**src/rtl/stb_mem_pkg.sv**
```systemverilog
`default_nettype none

// Widths and types for the LSU to data cache path
package stb_mem_pkg;

    localparam int ADDR_W = 32; // Byte address width
    localparam int DATA_W = 32; // Data word width
    localparam int SEL_W  = 4;  // One bit per byte lane

    // Byte address as seen by the cache
    typedef logic [ADDR_W-1:0] addr_t;

    // Store data or load return data
    typedef logic [DATA_W-1:0] data_t;

    // Lanes written by a store
    typedef logic [SEL_W-1:0] sel_t;

endpackage : stb_mem_pkg

`default_nettype wire

```
**src/rtl/stb_cfg_pkg.sv**
```systemverilog
`default_nettype none

// Buffer sizing and drain FSM encoding
package stb_cfg_pkg;

    localparam int STB_DEPTH = 4;                // Pending stores held
    localparam int PTR_W     = $clog2(STB_DEPTH); // Index width

    // FIFO read/write index
    typedef logic [PTR_W-1:0] ptr_t;

    // Occupancy 0..STB_DEPTH, needs the extra bit
    typedef logic [PTR_W:0] cnt_t;

    // Cache side state machine
    typedef enum logic [1:0] {
        IDLE   = 2'd0, // Nothing on the cache port
        DRAIN  = 2'd1, // Writing the head entry
        BYPASS = 2'd2  // Load going straight to the cache
    } drain_state_t;

endpackage : stb_cfg_pkg

`default_nettype wire

```
**src/rtl/stb_lsu_stage.sv**
```systemverilog
`timescale 1ns/1ps
`default_nettype none

// LSU side of the store buffer
// Sorts requests into stores and loads, writes stores into the FIFO
// and answers the LSU with stall and ack
module stb_lsu_stage (
    input  logic clk,
    input  logic arst_n,

    input  logic lsu_req,       // Held until ack
    input  logic lsu_w_en,      // High for stores
    input  logic dmem_sel_in,   // Request targets data memory

    input  logic full,          // From datapath
    input  logic dcache_ack,    // Cache transfer done
    input  logic bypass_active, // Drain FSM in BYPASS

    output logic push,          // Write store into FIFO
    output logic load_pending,  // Load waiting or in flight
    output logic lsu_stall,
    output logic lsu_ack
);

    logic is_store;     // Store request present
    logic is_load;      // Load request present
    logic store_ack_q;  // Ack for the store pushed last cycle
    logic load_done;    // Bypassed read finishing this cycle
    logic store_stall;
    logic load_stall;

    // Requests without dmem_sel are not ours
    assign is_store = lsu_req & lsu_w_en & dmem_sel_in;
    assign is_load  = lsu_req & ~lsu_w_en & dmem_sel_in;

    assign load_pending = is_load;

    // The LSU still holds the store during its ack cycle
    // so the ack cycle must not write it a second time
    assign push = is_store & ~full & ~store_ack_q;

    // One cycle ack after the write edge
    always_ff @(posedge clk or negedge arst_n) begin
        if (!arst_n) begin
            store_ack_q <= 1'b0;
        end else begin
            store_ack_q <= push; // Registered, latency 1
        end
    end

    // Read data arrives with the cache ack
    assign load_done = is_load & bypass_active & dcache_ack;

    // Store waits while the buffer is full
    assign store_stall = is_store & full & ~store_ack_q;

    // Load waits from its first cycle until the cache answers
    assign load_stall = is_load & ~load_done;

    assign lsu_stall = store_stall | load_stall;

    // Store ack is registered, load ack is same cycle as dcache_ack
    assign lsu_ack = store_ack_q | load_done;

endmodule : stb_lsu_stage

`default_nettype wire

```
**src/rtl/stb_datapath.sv**
```systemverilog
`timescale 1ns/1ps
`default_nettype none

// Circular store FIFO plus the cache port address/data mux
module stb_datapath
    import stb_mem_pkg::*;
    import stb_cfg_pkg::*;
(
    input  logic  clk,
    input  logic  arst_n,

    input  addr_t lsu_addr,     // Store or load address
    input  data_t lsu_wdata,
    input  sel_t  lsu_sel,

    input  logic  push,         // From LSU stage
    input  logic  pop,          // From drain stage on cache ack
    input  logic  bypass_sel,   // Show LSU address instead of head

    output addr_t dcache_addr,
    output data_t dcache_wdata,
    output sel_t  dcache_sel,

    output logic  full,
    output logic  empty
);

    // Entry storage
    addr_t addr_mem [STB_DEPTH];
    data_t data_mem [STB_DEPTH];
    sel_t  sel_mem  [STB_DEPTH];

    ptr_t wr_ptr;   // Next free slot
    ptr_t rd_ptr;   // Oldest store
    cnt_t count;    // Entries held

    logic do_push;
    logic do_pop;

    // Guard against overflow and underflow
    assign do_push = push & ~full;
    assign do_pop  = pop & ~empty;

    // Payload written at the tail
    always_ff @(posedge clk) begin
        if (do_push) begin
            addr_mem[wr_ptr] <= lsu_addr;
            data_mem[wr_ptr] <= lsu_wdata;
            sel_mem[wr_ptr]  <= lsu_sel;
        end
    end

    // Pointers wrap at the last slot
    always_ff @(posedge clk or negedge arst_n) begin
        if (!arst_n) begin
            wr_ptr <= '0;
            rd_ptr <= '0;
        end else begin
            if (do_push) begin
                wr_ptr <= (wr_ptr == ptr_t'(STB_DEPTH - 1)) ? '0 : wr_ptr + 1'b1;
            end
            if (do_pop) begin
                rd_ptr <= (rd_ptr == ptr_t'(STB_DEPTH - 1)) ? '0 : rd_ptr + 1'b1;
            end
        end
    end

    // Occupancy, push and pop may coincide
    always_ff @(posedge clk or negedge arst_n) begin
        if (!arst_n) begin
            count <= '0;
        end else begin
            case ({do_push, do_pop})
                2'b10:   count <= count + 1'b1;
                2'b01:   count <= count - 1'b1;
                default: count <= count; // Both or neither
            endcase
        end
    end

    assign full  = (count == cnt_t'(STB_DEPTH));
    assign empty = (count == '0);

    // Bypassed load carries no write payload
    always_comb begin
        if (bypass_sel) begin
            dcache_addr  = lsu_addr;
            dcache_wdata = '0;
            dcache_sel   = '0;
        end else begin
            dcache_addr  = addr_mem[rd_ptr]; // Head entry
            dcache_wdata = data_mem[rd_ptr];
            dcache_sel   = sel_mem[rd_ptr];
        end
    end

endmodule : stb_datapath

`default_nettype wire

```
**src/rtl/stb_drain_stage.sv**
```systemverilog
`timescale 1ns/1ps
`default_nettype none

// Cache side FSM
// Writes buffered stores to the cache one at a time and runs a
// load straight through once the buffer has gone empty
module stb_drain_stage
    import stb_cfg_pkg::*;
(
    input  logic clk,
    input  logic arst_n,

    input  logic empty,         // No stores pending
    input  logic load_pending,  // LSU has a load waiting
    input  logic dcache_ack,    // One cycle pulse from cache

    output logic pop,           // Retire head entry
    output logic bypass_sel,    // To datapath mux
    output logic bypass_active, // To LSU stage
    output logic dcache_req,
    output logic dcache_w_en,
    output logic dmem_sel_out
);

    drain_state_t state_q;
    drain_state_t state_d;

    always_ff @(posedge clk or negedge arst_n) begin
        if (!arst_n) begin
            state_q <= IDLE;
        end else begin
            state_q <= state_d;
        end
    end

    // Stores go first, a load only sees an empty buffer
    always_comb begin
        state_d = state_q;
        case (state_q)
            IDLE: begin
                if (!empty) begin
                    state_d = DRAIN;
                end else if (load_pending) begin
                    state_d = BYPASS;
                end
            end
            DRAIN: begin
                // Head entry written, idle one cycle
                if (dcache_ack) begin
                    state_d = IDLE;
                end
            end
            BYPASS: begin
                if (dcache_ack) begin
                    state_d = IDLE; // Read data went to the LSU
                end
            end
            default: begin
                state_d = IDLE;
            end
        endcase
    end

    // Request held from state entry until ack
    assign dcache_req   = (state_q != IDLE);
    assign dcache_w_en  = (state_q == DRAIN);
    assign dmem_sel_out = dcache_req;   // Always data memory

    // Head leaves the FIFO on the write ack
    assign pop = (state_q == DRAIN) & dcache_ack;

    // Same decode, two destinations
    assign bypass_sel    = (state_q == BYPASS);
    assign bypass_active = (state_q == BYPASS);

endmodule : stb_drain_stage

`default_nettype wire

```
**src/rtl/store_buffer_top.sv**
```systemverilog
`timescale 1ns/1ps
`default_nettype none

// Store buffer between LSU and data cache
module store_buffer_top
    import stb_mem_pkg::*;
(
    input  logic  clk,
    input  logic  arst_n,

    // From LSU
    input  addr_t lsu_addr,
    input  data_t lsu_wdata,
    input  sel_t  lsu_sel,
    input  logic  lsu_w_en,
    input  logic  lsu_req,
    input  logic  dmem_sel_in,

    // To LSU
    output logic  lsu_stall,
    output logic  lsu_ack,
    output data_t lsu_rdata,

    // To data cache
    output addr_t dcache_addr,
    output data_t dcache_wdata,
    output sel_t  dcache_sel,
    output logic  dcache_w_en,
    output logic  dcache_req,
    output logic  dmem_sel_out,
    output logic  stb_empty,

    // From data cache
    input  data_t dcache_rdata,
    input  logic  dcache_ack
);

    logic push;          // LSU stage to FIFO
    logic pop;           // Drain stage to FIFO
    logic full;
    logic empty;
    logic load_pending;
    logic bypass_sel;    // Mux select in datapath
    logic bypass_active; // Same decode for the LSU stage

    // Load data is not registered
    assign lsu_rdata = dcache_rdata;
    assign stb_empty = empty;

    stb_lsu_stage u_lsu_stage (
        .clk           (clk),
        .arst_n        (arst_n),
        .lsu_req       (lsu_req),
        .lsu_w_en      (lsu_w_en),
        .dmem_sel_in   (dmem_sel_in),
        .full          (full),
        .dcache_ack    (dcache_ack),
        .bypass_active (bypass_active),
        .push          (push),
        .load_pending  (load_pending),
        .lsu_stall     (lsu_stall),
        .lsu_ack       (lsu_ack)
    );

    stb_datapath u_datapath (
        .clk          (clk),
        .arst_n       (arst_n),
        .lsu_addr     (lsu_addr),
        .lsu_wdata    (lsu_wdata),
        .lsu_sel      (lsu_sel),
        .push         (push),
        .pop          (pop),
        .bypass_sel   (bypass_sel),
        .dcache_addr  (dcache_addr),
        .dcache_wdata (dcache_wdata),
        .dcache_sel   (dcache_sel),
        .full         (full),
        .empty        (empty)
    );

    stb_drain_stage u_drain_stage (
        .clk           (clk),
        .arst_n        (arst_n),
        .empty         (empty),
        .load_pending  (load_pending),
        .dcache_ack    (dcache_ack),
        .pop           (pop),
        .bypass_sel    (bypass_sel),
        .bypass_active (bypass_active),
        .dcache_req    (dcache_req),
        .dcache_w_en   (dcache_w_en),
        .dmem_sel_out  (dmem_sel_out)
    );

endmodule : store_buffer_top

`default_nettype wire

```
**config.mk**
```make
export PLATFORM = sky130hd
export DESIGN_NAME = store_buffer_top
export DESIGN_NICKNAME = d
export VERILOG_FILES = /design/src/rtl/stb_mem_pkg.sv /design/src/rtl/stb_cfg_pkg.sv /design/src/rtl/stb_lsu_stage.sv /design/src/rtl/stb_datapath.sv /design/src/rtl/stb_drain_stage.sv /design/src/rtl/store_buffer_top.sv
export SDC_FILE = /design/constraint.sdc
export NUM_CORES = 1
export LEC_CHECK = 0
export BUFFER_PORTS_ARGS = -buffer_cell sky130_fd_sc_hd__buf_4
export CORE_MARGIN = 5
export CORE_UTILIZATION = 56
export CTS_CLUSTER_SIZE = 12
export DETAILED_ROUTE_END_ITERATION = 16
export PLACE_DENSITY_LB_ADDON = 0.08
export SYNTH_ARGS = -nofsm -noshare
export SYNTH_HDL_FRONTEND = slang
export SYNTH_HIERARCHICAL = 1
export SYNTH_SLANG_ARGS = --single-unit
```
**constraint.sdc**
```tcl
create_clock -name clk -period 3.7 [get_ports clk]
set_input_delay 0 -clock clk [delete_from_list [all_inputs] [get_ports clk]]
set_output_delay 0 -clock clk [all_outputs]
set_load 0.02 [all_outputs]
```
* Yosys cells after proc, flatten, opt, wreduce, memory -nomap -nowiden
Memory sizes are Yosys's and may differ from the RTL's.
Cells that the tools add are included.
** Word-level totals
- Flip-flop bits (word level) :: 10
- Latch bits :: 0
- Memory bits (writable) :: 272
- ROM bits :: 0
- Input bits :: 106
- Output and inout bits :: 106
- Word-level logic and storage cells :: 60
- Memories :: 3
** Operators by class
- Add/sub/neg operators :: 4
- Multipliers :: 0
- Div/mod/pow operators :: 0
- $lt $le $gt $ge :: 0
- Equal/unequal tests :: 9
- Shift-type cells :: 0
- Muxes and demuxes :: 12
- Bitwise operators :: 21
- Reductions and logical operators :: 6
** Memory list
- u_datapath.addr_mem :: depth 4, width 32, read ports 1, clocked after memory_dff 0, wr ports 1, line stb_datapath.sv:29 : addr_t addr_mem [STB_DEPTH];
- u_datapath.data_mem :: depth 4, width 32, read ports 1, clocked after memory_dff 0, wr ports 1, line stb_datapath.sv:30 : data_t data_mem [STB_DEPTH];
- u_datapath.sel_mem :: depth 4, width 4, read ports 1, clocked after memory_dff 0, wr ports 1, line stb_datapath.sv:31 : sel_t sel_mem [STB_DEPTH];
** Operators with widths (number)
- two-way mux 32 bit :: 2
- bitwise AND 1 bit :: 14
- two-way mux 2 bit :: 5
- equality test 2 bit (second input constant) :: 4
- case mux 3 bit (2 select lines) :: 1
- inverter 1 bit :: 5
- adder 2 x 1 -> 2 bit (second input constant) :: 2
- equality test 2 x 1 -> 1 bit (second input constant) :: 2
- two-way mux 4 bit :: 1
- case mux 2 bit (2 select lines) :: 1
- nonzero test 2 bit :: 2
- adder 3 x 1 -> 3 bit (second input constant) :: 1
- equality test 3 bit (second input constant) :: 1
- zero test 3 bit :: 1
- inequality test 3 bit (second input constant) :: 1
- subtractor 3 x 1 -> 3 bit (second input constant) :: 1
- zero test 2 bit :: 1
- two-way mux 1 bit :: 2
- inequality test 2 x 1 -> 1 bit (second input constant) :: 1
- OR 1 bit :: 2
- AND reduction 2 bit :: 1
- OR reduction 2 bit :: 1

* Longest topological paths before layout
Gate-level depths: netlist (run 1).
- Word-level depth :: 8
- Gate-level depth with buffers :: 11

* By module
The synthesis (run 1) kept the hierarchy.
** By module, submodules not included
- stb_datapath :: times used 1, cells an instance 579, area an instance 11018.1 µm²
- store_buffer_top :: times used 1, cells an instance 32, area an instance 240.2 µm²
- stb_drain_stage :: times used 1, cells an instance 18, area an instance 173.9 µm²
- stb_lsu_stage :: times used 1, cells an instance 10, area an instance 87.6 µm²

* Worst setup path after synthesis (run 1)
Ideal clock, no wire load.
- Path kind :: register to register
- From :: register u_datapath.count[2]
- To :: memory u_datapath/addr_mem[1][0] in the netlist's numbering (enable)
- Library setup time :: 0.433 ns
- Arrival :: 2.783 ns
- Data required time :: 3.267 ns
- Path slack :: 0.484 ns
- Cell stages (with the launch flop) :: 5
- Clock period less this slack :: 3.216 ns
- Cell sequence :: dfrtp_1 -> nor3b_1 -> nor4b_2 -> nor2b_1 -> and2_1
** Between the ends
- Cells in the longest elaborated chain, start to end :: 7
** RTL lines
- start, declared :: line stb_datapath.sv:35 : cnt_t count;
- start signal, assigned :: line stb_datapath.sv:74 : 2'b10: count <= count + 1'b1;
- start signal, assigned :: line stb_datapath.sv:75 : 2'b01: count <= count - 1'b1;
- start signal, assigned :: line stb_datapath.sv:76 : default: count <= count;
- equality test 3 bit :: line stb_datapath.sv:81 : assign full = (count == cnt_t'(STB_DEPTH));
- via full :: line store_buffer_top.sv:40 : logic full;
- inverter 1 bit :: line stb_lsu_stage.sv:40 : assign push = is_store & ~full & ~store_ack_q;
- bitwise AND 1 bit (2 in a row) :: line stb_lsu_stage.sv:40
- via push :: line store_buffer_top.sv:38 : logic push;
- bitwise AND 1 bit :: line stb_datapath.sv:41 : assign do_push = push & ~full;
- two-way mux 1 bit :: line stb_datapath.sv:46 : if (do_push) begin
- two-way mux 1 bit (not written as such) :: line stb_datapath.sv:47 : addr_mem[wr_ptr] <= lsu_addr;
- end, declared :: line stb_datapath.sv:29
The timed path passes the listed nets, and every way through them passes these cells.

* Worst setup path in the final report (run 1)
- From :: register u_drain_stage.state_q[0]
- To :: output port dcache_addr[1]
** Between the ends
- Cells in the longest elaborated chain, start to end :: 2
** RTL lines
- start, declared :: line stb_drain_stage.sv:25 : drain_state_t state_q;
- start signal, assigned :: line stb_drain_stage.sv:32 : state_q <= state_d;
- equality test 2 bit
- via bypass_active :: line store_buffer_top.sv:44 : logic bypass_active;
- two-way mux 32 bit :: line stb_datapath.sv:86 : if (bypass_sel) begin
- end, declared :: line store_buffer_top.sv:25 : output addr_t dcache_addr,
The timed path passes the listed nets, and every way through them passes these cells.

==> flow_summary_export.csv, run 1 <==
group,metric,value,unit
final_layout,drive_above_1_share,28.7,%
drt,wl_per_cell,20.3,um
final_layout,final_cell_mix,"edfxtp_1, buf_4, dlygate4sd3_1, nor2b_1, inv_1",
setup_path,regToRegEndpoint,"u_datapath/data_mem[2][5]",
final_layout,final_common_cell,"edfxtp_1",
clocking,hold_buffers,73,
synthesis,synth_simple_gate_area_share,4.82,%
place,place.gp.congestion,0.721,
sta,finalSetupViolCount,0,
synthesis,synth_top_family_by_area,"multiplexers",
sta,maxSlewHeadroom,31.3,%
final_layout,multi_input_area,2490,um^2
global_route,grt_pass1_wl,36.5,mm
sta,max_slew.worst_pin.slew,1030,ps
run,maxCapViolCount,0,
floorplanning,design.core.area,20200,um^2
power,power.total,10.0,mW
power,ir_drop,0.475,mV
global_route,grt_max_degree,71,
sta,hold_violations,0,
sta,final.setup.tns,0,ps
sta,min_period,2830,ps
synthesis,syn_area,11500,um^2
synthesis,synth_fa_ha_area_share,1.15,%
setup_path,cp_cell_sequence,"inv_1, ha_2, nand2b_1, buf_4, a211oi_1, a221oi_1, buf_4",
sta,skew,14.2,ps
sta,rsz0062_at_grt,"false",
floorplanning,dieWidth,153,um
clocking,clock_path_buffers,3,
floorplanning,die_area,23500,um^2
floorplanning,die_h,153,um
setup_path,cp_top_family,"buffers and inverters",
drt,drt_iter0_markers,403,
setup_path,cp-startpoint,"u_drain_stage/state_q[0]",
setup_path,worst-setup-path-type,"register to primary output",
floorplanning,io_pins,212,
setup_path,worst-path-stages,7,
final_layout,diodes,0,
sta,timing.hold.ws,0.00883,ps
setup_path,path_max_fanout,18,
global_route,grt_pass1_vias,6662,
clocking,clk_latency,520,ps
setup_path,cp_slowest_stage_delay,650,ps
setup_path,reg2reg_from,"u_datapath/count[2]",
synthesis,synth_fp_nets,755,
clocking,cts_root_buffer,"clkbuf_16",
synthesis,ys_warn_count,6,
final_layout,final_nets,953,
sta,finalCritPeriodShare,76.6,%
drt,vias,6252,
place,port_buffers,147,
run_status,status,"complete, no violations",
drt,wl,22.8,mm
setup_path,path_buf_inv,3,
clocking,cts.sink_count,282,
synthesis,yosysSeqAreaShare,73.1,%
setup_path,cp-end-kind,"primary output",
drt,vias_per_cell,5.57,
drt,drc,0,
synthesis,avgSynthCellArea,18.0,um^2
setup_path,cp-start-kind,"register",
synthesis,synthDistinctLibCells,33,
floorplanning,core.rowCount,52,
clocking,path_clk_slew,60,ps
final_layout,fill_cells,1288,
clocking,h-tree-depth,1,
setup_path,slowest_stage,"nand2b_1",
global_route,grt_antenna_before_repair,0,
drt,antenna_left,0,
synthesis,postSynthCellCount,639,
final_layout,syn_to_final_growth,23.5,%
final_layout,utilization,70.3,%
setup_path,regToRegSetupSlack,1060,ps
final_layout,seqCellArea,8420,um^2
setup_path,cp-endpoint,"dcache_addr[1]",
power,p_leak,5.12,nW
place,post_dp_cell_area,12700,um^2
synthesis,synthXorXnorAreaFrac,0.228,%
drt,drtPass1Iterations,5,
clocking,cts_resized,0,
place,post-dp-hpwl,13.8,mm
global_route,grt_usage,19.5,%
sta,clock.fmax,353,MHz
clocking,cts_tree,"done",
final_layout,design_area,14200,um^2
floorplanning,initial_core_util,56.9,%
setup_path,critPathMostFrequentCell,"buf_4",
setup_path,crit_required,3700,ps
sta,slew_viol_final,0,
synthesis,ys_ff_latch,282,
setup_path,rr_worst_depth,5,
global_route,grt-ovfl-total,0,
clocking,post_cts_buffers,0,
synthesis,synth-compound-area-share,5.01,%
synthesis,muxShareOfSynthArea,10.3,%
power,power.density,706,nW/um^2
min_path,hold_class,"primary input to primary output",
clocking,cts_buffers,29,
setup_path,worstPathArrival,2830,ps
==> registers in the layout (all words and copies together), names as in the netlist <==
signal / count
u_datapath/data_mem: 128
u_drain_stage/state_q: 2
u_lsu_stage/store_ack_q: 1
u_datapath/count: 3
u_datapath/sel_mem: 16
u_datapath/addr_mem: 128
u_datapath/wr_ptr: 2
u_datapath/rd_ptr: 2
==> metrics by stage <==
step | setup slack (ps) | cells
2_1_floorplan | 484 | 639
3_3_place_gp | 1120 | 1003
3_5_place_dp | 1050 | 1003
4_1_cts | 814 | 1123
5_1_grt | 635 | 1123
6_report | 866 | 1123
==> worst min path at each step <==
stage | from | end | slack, ps | cells past startpoint
finish | dcache_rdata[28] | lsu_rdata[28] | 0.009 | 0
CTS | dcache_rdata[10] | lsu_rdata[10] | 0.1 | 0
global placement | arst_n | u_datapath/count[0] | -160 | 1
detailed placement | arst_n | u_datapath/count[2] | -160 | 1
global route | dcache_rdata[12] | lsu_rdata[12] | 0.04 | 0
floorplan | arst_n | u_datapath/count[0] | -300 | 0
==> synthesized netlist by cell type <==
library cell	instances	area [um^2]
buf_6	5	56.3
nor3_1	1	5.00
and2_2	1	7.51
ha_1	9	113
nor4b_2	1	15.0
mux2i_1	33	330
nand2b_4	1	13.8
xnor2_1	1	8.76
a211oi_1	32	240
buf_8	2	30.0
a2bb2oi_2	1	15.0
nand2_1	3	11.3
a21o_1	1	7.51
nand3b_1	1	7.51
buf_2	10	50.1
edfxtp_1	272	8170
nand2b_1	2	12.5
nor2_1	5	18.8
clkbuf_1	14	52.6
fa_1	1	20.0
a221oi_1	32	280
and2_1	4	25.0
a21oi_1	3	15.0
nor3b_1	1	7.51
mux2_2	4	45.0
xor2_1	2	17.5
mux4_2	36	811
buf_4	36	270
o31ai_2	1	12.5
inv_1	44	165
nor2b_1	69	432
dfrtp_1	10	250
o22ai_1	1	6.26
==> worst reg2reg max path, stage by stage, from the launching register on <==
cell	delay (ps)
dfrtp_1	410
nor3b_1	190
nor4b_2	280
nor2b_1	460
and2_4	670
buf_4	330
==> layout make-up <==
class                      count  share of cell area, %
clock buffer                  38                   5.34
multi-input combinational    246                   17.5
clock inverter                 9                  0.431
sequential                   282                   59.2
inverter                      44                   1.16
tap                          270                   2.37
timing repair buffer         234                   14.0
==> power by group <==
group          internal (mW)  switching [mW]  leakage, nW
registers               3.72           0.174         2.57
logic                   1.64            1.96         2.15
clock network           1.49            1.06        0.397
total                   6.85            3.19         5.12
==> layer usage <==
layer	share of wire, %	vias up	GRT usage [%]	wire length [um]
met5	0	-	0	0
met4	2.5	0	5.76	580
li1	-	2841	-	-
met2	52	218	33.9	11800
met1	40	3140	25.2	9020
met3	6.3	53	3.56	1440
==> cells by family after synthesis <==
group	after synthesis
DFF	282
xor gates and xnor gates	3
adders and majority gates	10
AOI/OAI and AO/OA	71
and+or+nand+nor	89
buffers and inverters	111
muxes	73
Note: power is estimated with default switching activity, not from simulation.
==> run 2, diff against run 1 <==
--- a/config.mk
+++ b/config.mk
@@ -7,7 +7,7 @@
 export LEC_CHECK = 0
 export BUFFER_PORTS_ARGS = -buffer_cell sky130_fd_sc_hd__buf_4
 export CORE_MARGIN = 5
-export CORE_UTILIZATION = 56
+export CORE_UTILIZATION = 50
 export CTS_CLUSTER_SIZE = 12
 export DETAILED_ROUTE_END_ITERATION = 16
 export PLACE_DENSITY_LB_ADDON = 0.08
==> constraint.sdc (replaced) <==
create_clock -name clk -period 2.5 [get_ports clk]
set_input_delay 0 -clock clk [delete_from_list [all_inputs] [get_ports clk]]
set_output_delay 0 -clock clk [all_outputs]
set_load 0.02 [all_outputs]
==> flow_summary_export.csv, run 2 (synthesized netlist as in run 1, its figures left out) <==
group,metric,value,unit
min_path,min_from,"dcache_rdata[20]",
setup_path,cp-start-kind,"register",
min_path,hold_class,"primary input to primary output",
setup_path,cp-startpoint,"u_drain_stage/state_q[0]",
power,clockPowerShare,25.6,%
place,place.gp.congestion,0.792,
power,ir_drop,0.725,mV
clocking,post_cts_buffers,0,
setup_path,worstPathArrival,2390,ps
sta,slew_viol_final,0,
floorplanning,die_area,26200,um^2
final_layout,final_nets,959,
setup_path,cp-end-kind,"primary output",
global_route,grt_pass1_vias,6622,
sta,maxSlewHeadroom,67.2,%
clocking,cts_root_buffer,"clkbuf_16",
run,maxCapViolCount,0,
power,power.density,1050,nW/um^2
sta,clock.fmax,418,MHz
power,power_frac_comb,37.1,%
clocking,cts.sink_count,282,
sta,min_period,2390,ps
power,switching_share,31.5,%
floorplanning,initial_core_util,50.9,%
drt,antenna_left,0,
place,port_buffers,147,
setup_path,reg2reg_from,"u_datapath/count[0]",
drt,vias_per_cell,5.38,
floorplanning,design.core.area,22600,um^2
power,internal-power,10.4,mW
sta,hold_violations,0,
drt,wl,23.2,mm
sta,max_slew.worst_pin.slew,491,ps
clocking,clock_path_buffers,3,
final_layout,fill_cells,1579,
global_route,grt-ovfl-total,0,
clocking,h-tree-depth,1,
sta,finalCritPeriodShare,95.8,%
final_layout,final_cell_mix,"edfxtp_1, buf_4, dlygate4sd3_1, nor2b_1, inv_1",
global_route,grt_max_degree,85,
drt,drc,0,
place,post_dp_cell_area,12900,um^2
drt,wl_per_cell,20.2,um
final_layout,reg_top3,"u_datapath/addr_mem x128, u_datapath/data_mem x128, u_datapath/sel_mem x16",
floorplanning,dieWidth,162,um
setup_path,crit_required,2500,ps
sta,final.setup.tns,0,ps
floorplanning,core.rowCount,55,
global_route,grt_pass1_wl,36.3,mm
final_layout,drive_above_1_share,30.0,%
setup_path,worst-setup-path-type,"register to primary output",
power,p_leak,5.23,nW
setup_path,path_max_fanout,32,
sta,timing.hold.ws,0.00776,ps
drt,drt_iter0_markers,297,
sta,finalSetupViolCount,0,
sta,skew,23.1,ps
sta,rsz0062_at_grt,"false",
clocking,path_clk_slew,60,ps
clocking,clk_latency,530,ps
final_layout,final_common_cell,"edfxtp_1",
global_route,grt_usage,17.5,%
drt,drtPass1Iterations,4,
run_status,status,"complete, no violations",
clocking,cts_tree,"done",
floorplanning,die_h,162,um
floorplanning,io_pins,212,
final_layout,utilization,64.0,%
drt,vias,6169,
power,p_seq_share,37.3,%
clocking,cts_buffers,29,
place,post-dp-hpwl,14.1,mm
power,netSwitchingPower,4.79,mW
final_layout,design_area,14500,um^2
global_route,grt_antenna_before_repair,1,
final_layout,syn_to_final_growth,25.9,%
run 2: routing by layer:
layer | vias to the layer above | part of all wire, % | global-route usage (%)
met5 | - | 0 | 0
met3 | 35 | 5.6 | 3.43
met2 | 176 | 50 | 30.3
met1 | 3102 | 42 | 23.2
li1 | 2856 | - | -
met4 | 0 | 1.6 | 4.46
run 2: path summary, 6_finish.rpt:
kind | to | cells past startpoint | slack (ps)
max in group asynchronous | u_datapath/rd_ptr[0] | 3 | 1630
min reg2reg | u_datapath/count[2] | 1 | 510
min in group asynchronous | u_drain_stage/state_q[1] | 3 | 500
max reg2reg | u_datapath/count[2] | 10 | 170
min | lsu_rdata[20] | 0 | 0.008
max | dcache_addr[12] | 7 | 110
run 2: area by class of cell:
| type | count | area, um^2 | share of cell area, % |
|---|---|---|---|
| clock inverters | 5 | 48.8 | 0.337 |
| clock buffers | 43 | 808 | 5.58 |
| well taps | 285 | 357 | 2.46 |
| multi-input cells | 246 | 2500 | 17.3 |
| flip-flops and latches | 282 | 8420 | 58.1 |
| inverters | 44 | 165 | 1.14 |
| repair buffers | 240 | 2190 | 15.1 |
| diodes | 1 | 2.50 | 0.0173 |
run 2: critical path, stage by stage, from the launching register on:
cell and delay (ps):
dfrtp_1 380, inv_1 140, ha_2 270, nand2b_1 180, buf_12 210, a211oi_1 70
a221oi_1 370, buf_4 220
run 2: power groups by stage:
stage	clock [mW]	combinational, mW	sequential [mW]
2_1_floorplan	0	3.69	5.68
3_3_place_gp	0	5.50	5.72
3_5_place_dp	0	5.54	5.74
4_1_cts	4.00	5.66	5.64
5_1_grt	4.21	6.08	5.68
6_report	3.89	5.64	5.65
run 2: repair_timing:
action,4_1_cts,5_1_grt
hold buffers,73,0
endpoints found under the setup margin,0,11
endpoints found under the hold margin,285,0
resized for setup,0,4
run 2: through the flow:
step                std cells  setup WS (ps)  total power, mW
finish                   1146            106             15.2
CTS                      1144           48.5             15.3
detailed placement       1023            208             11.3
global placement         1023            296             11.2
floorplan                 639           16.2             9.37
global route             1146           4.29             16.0
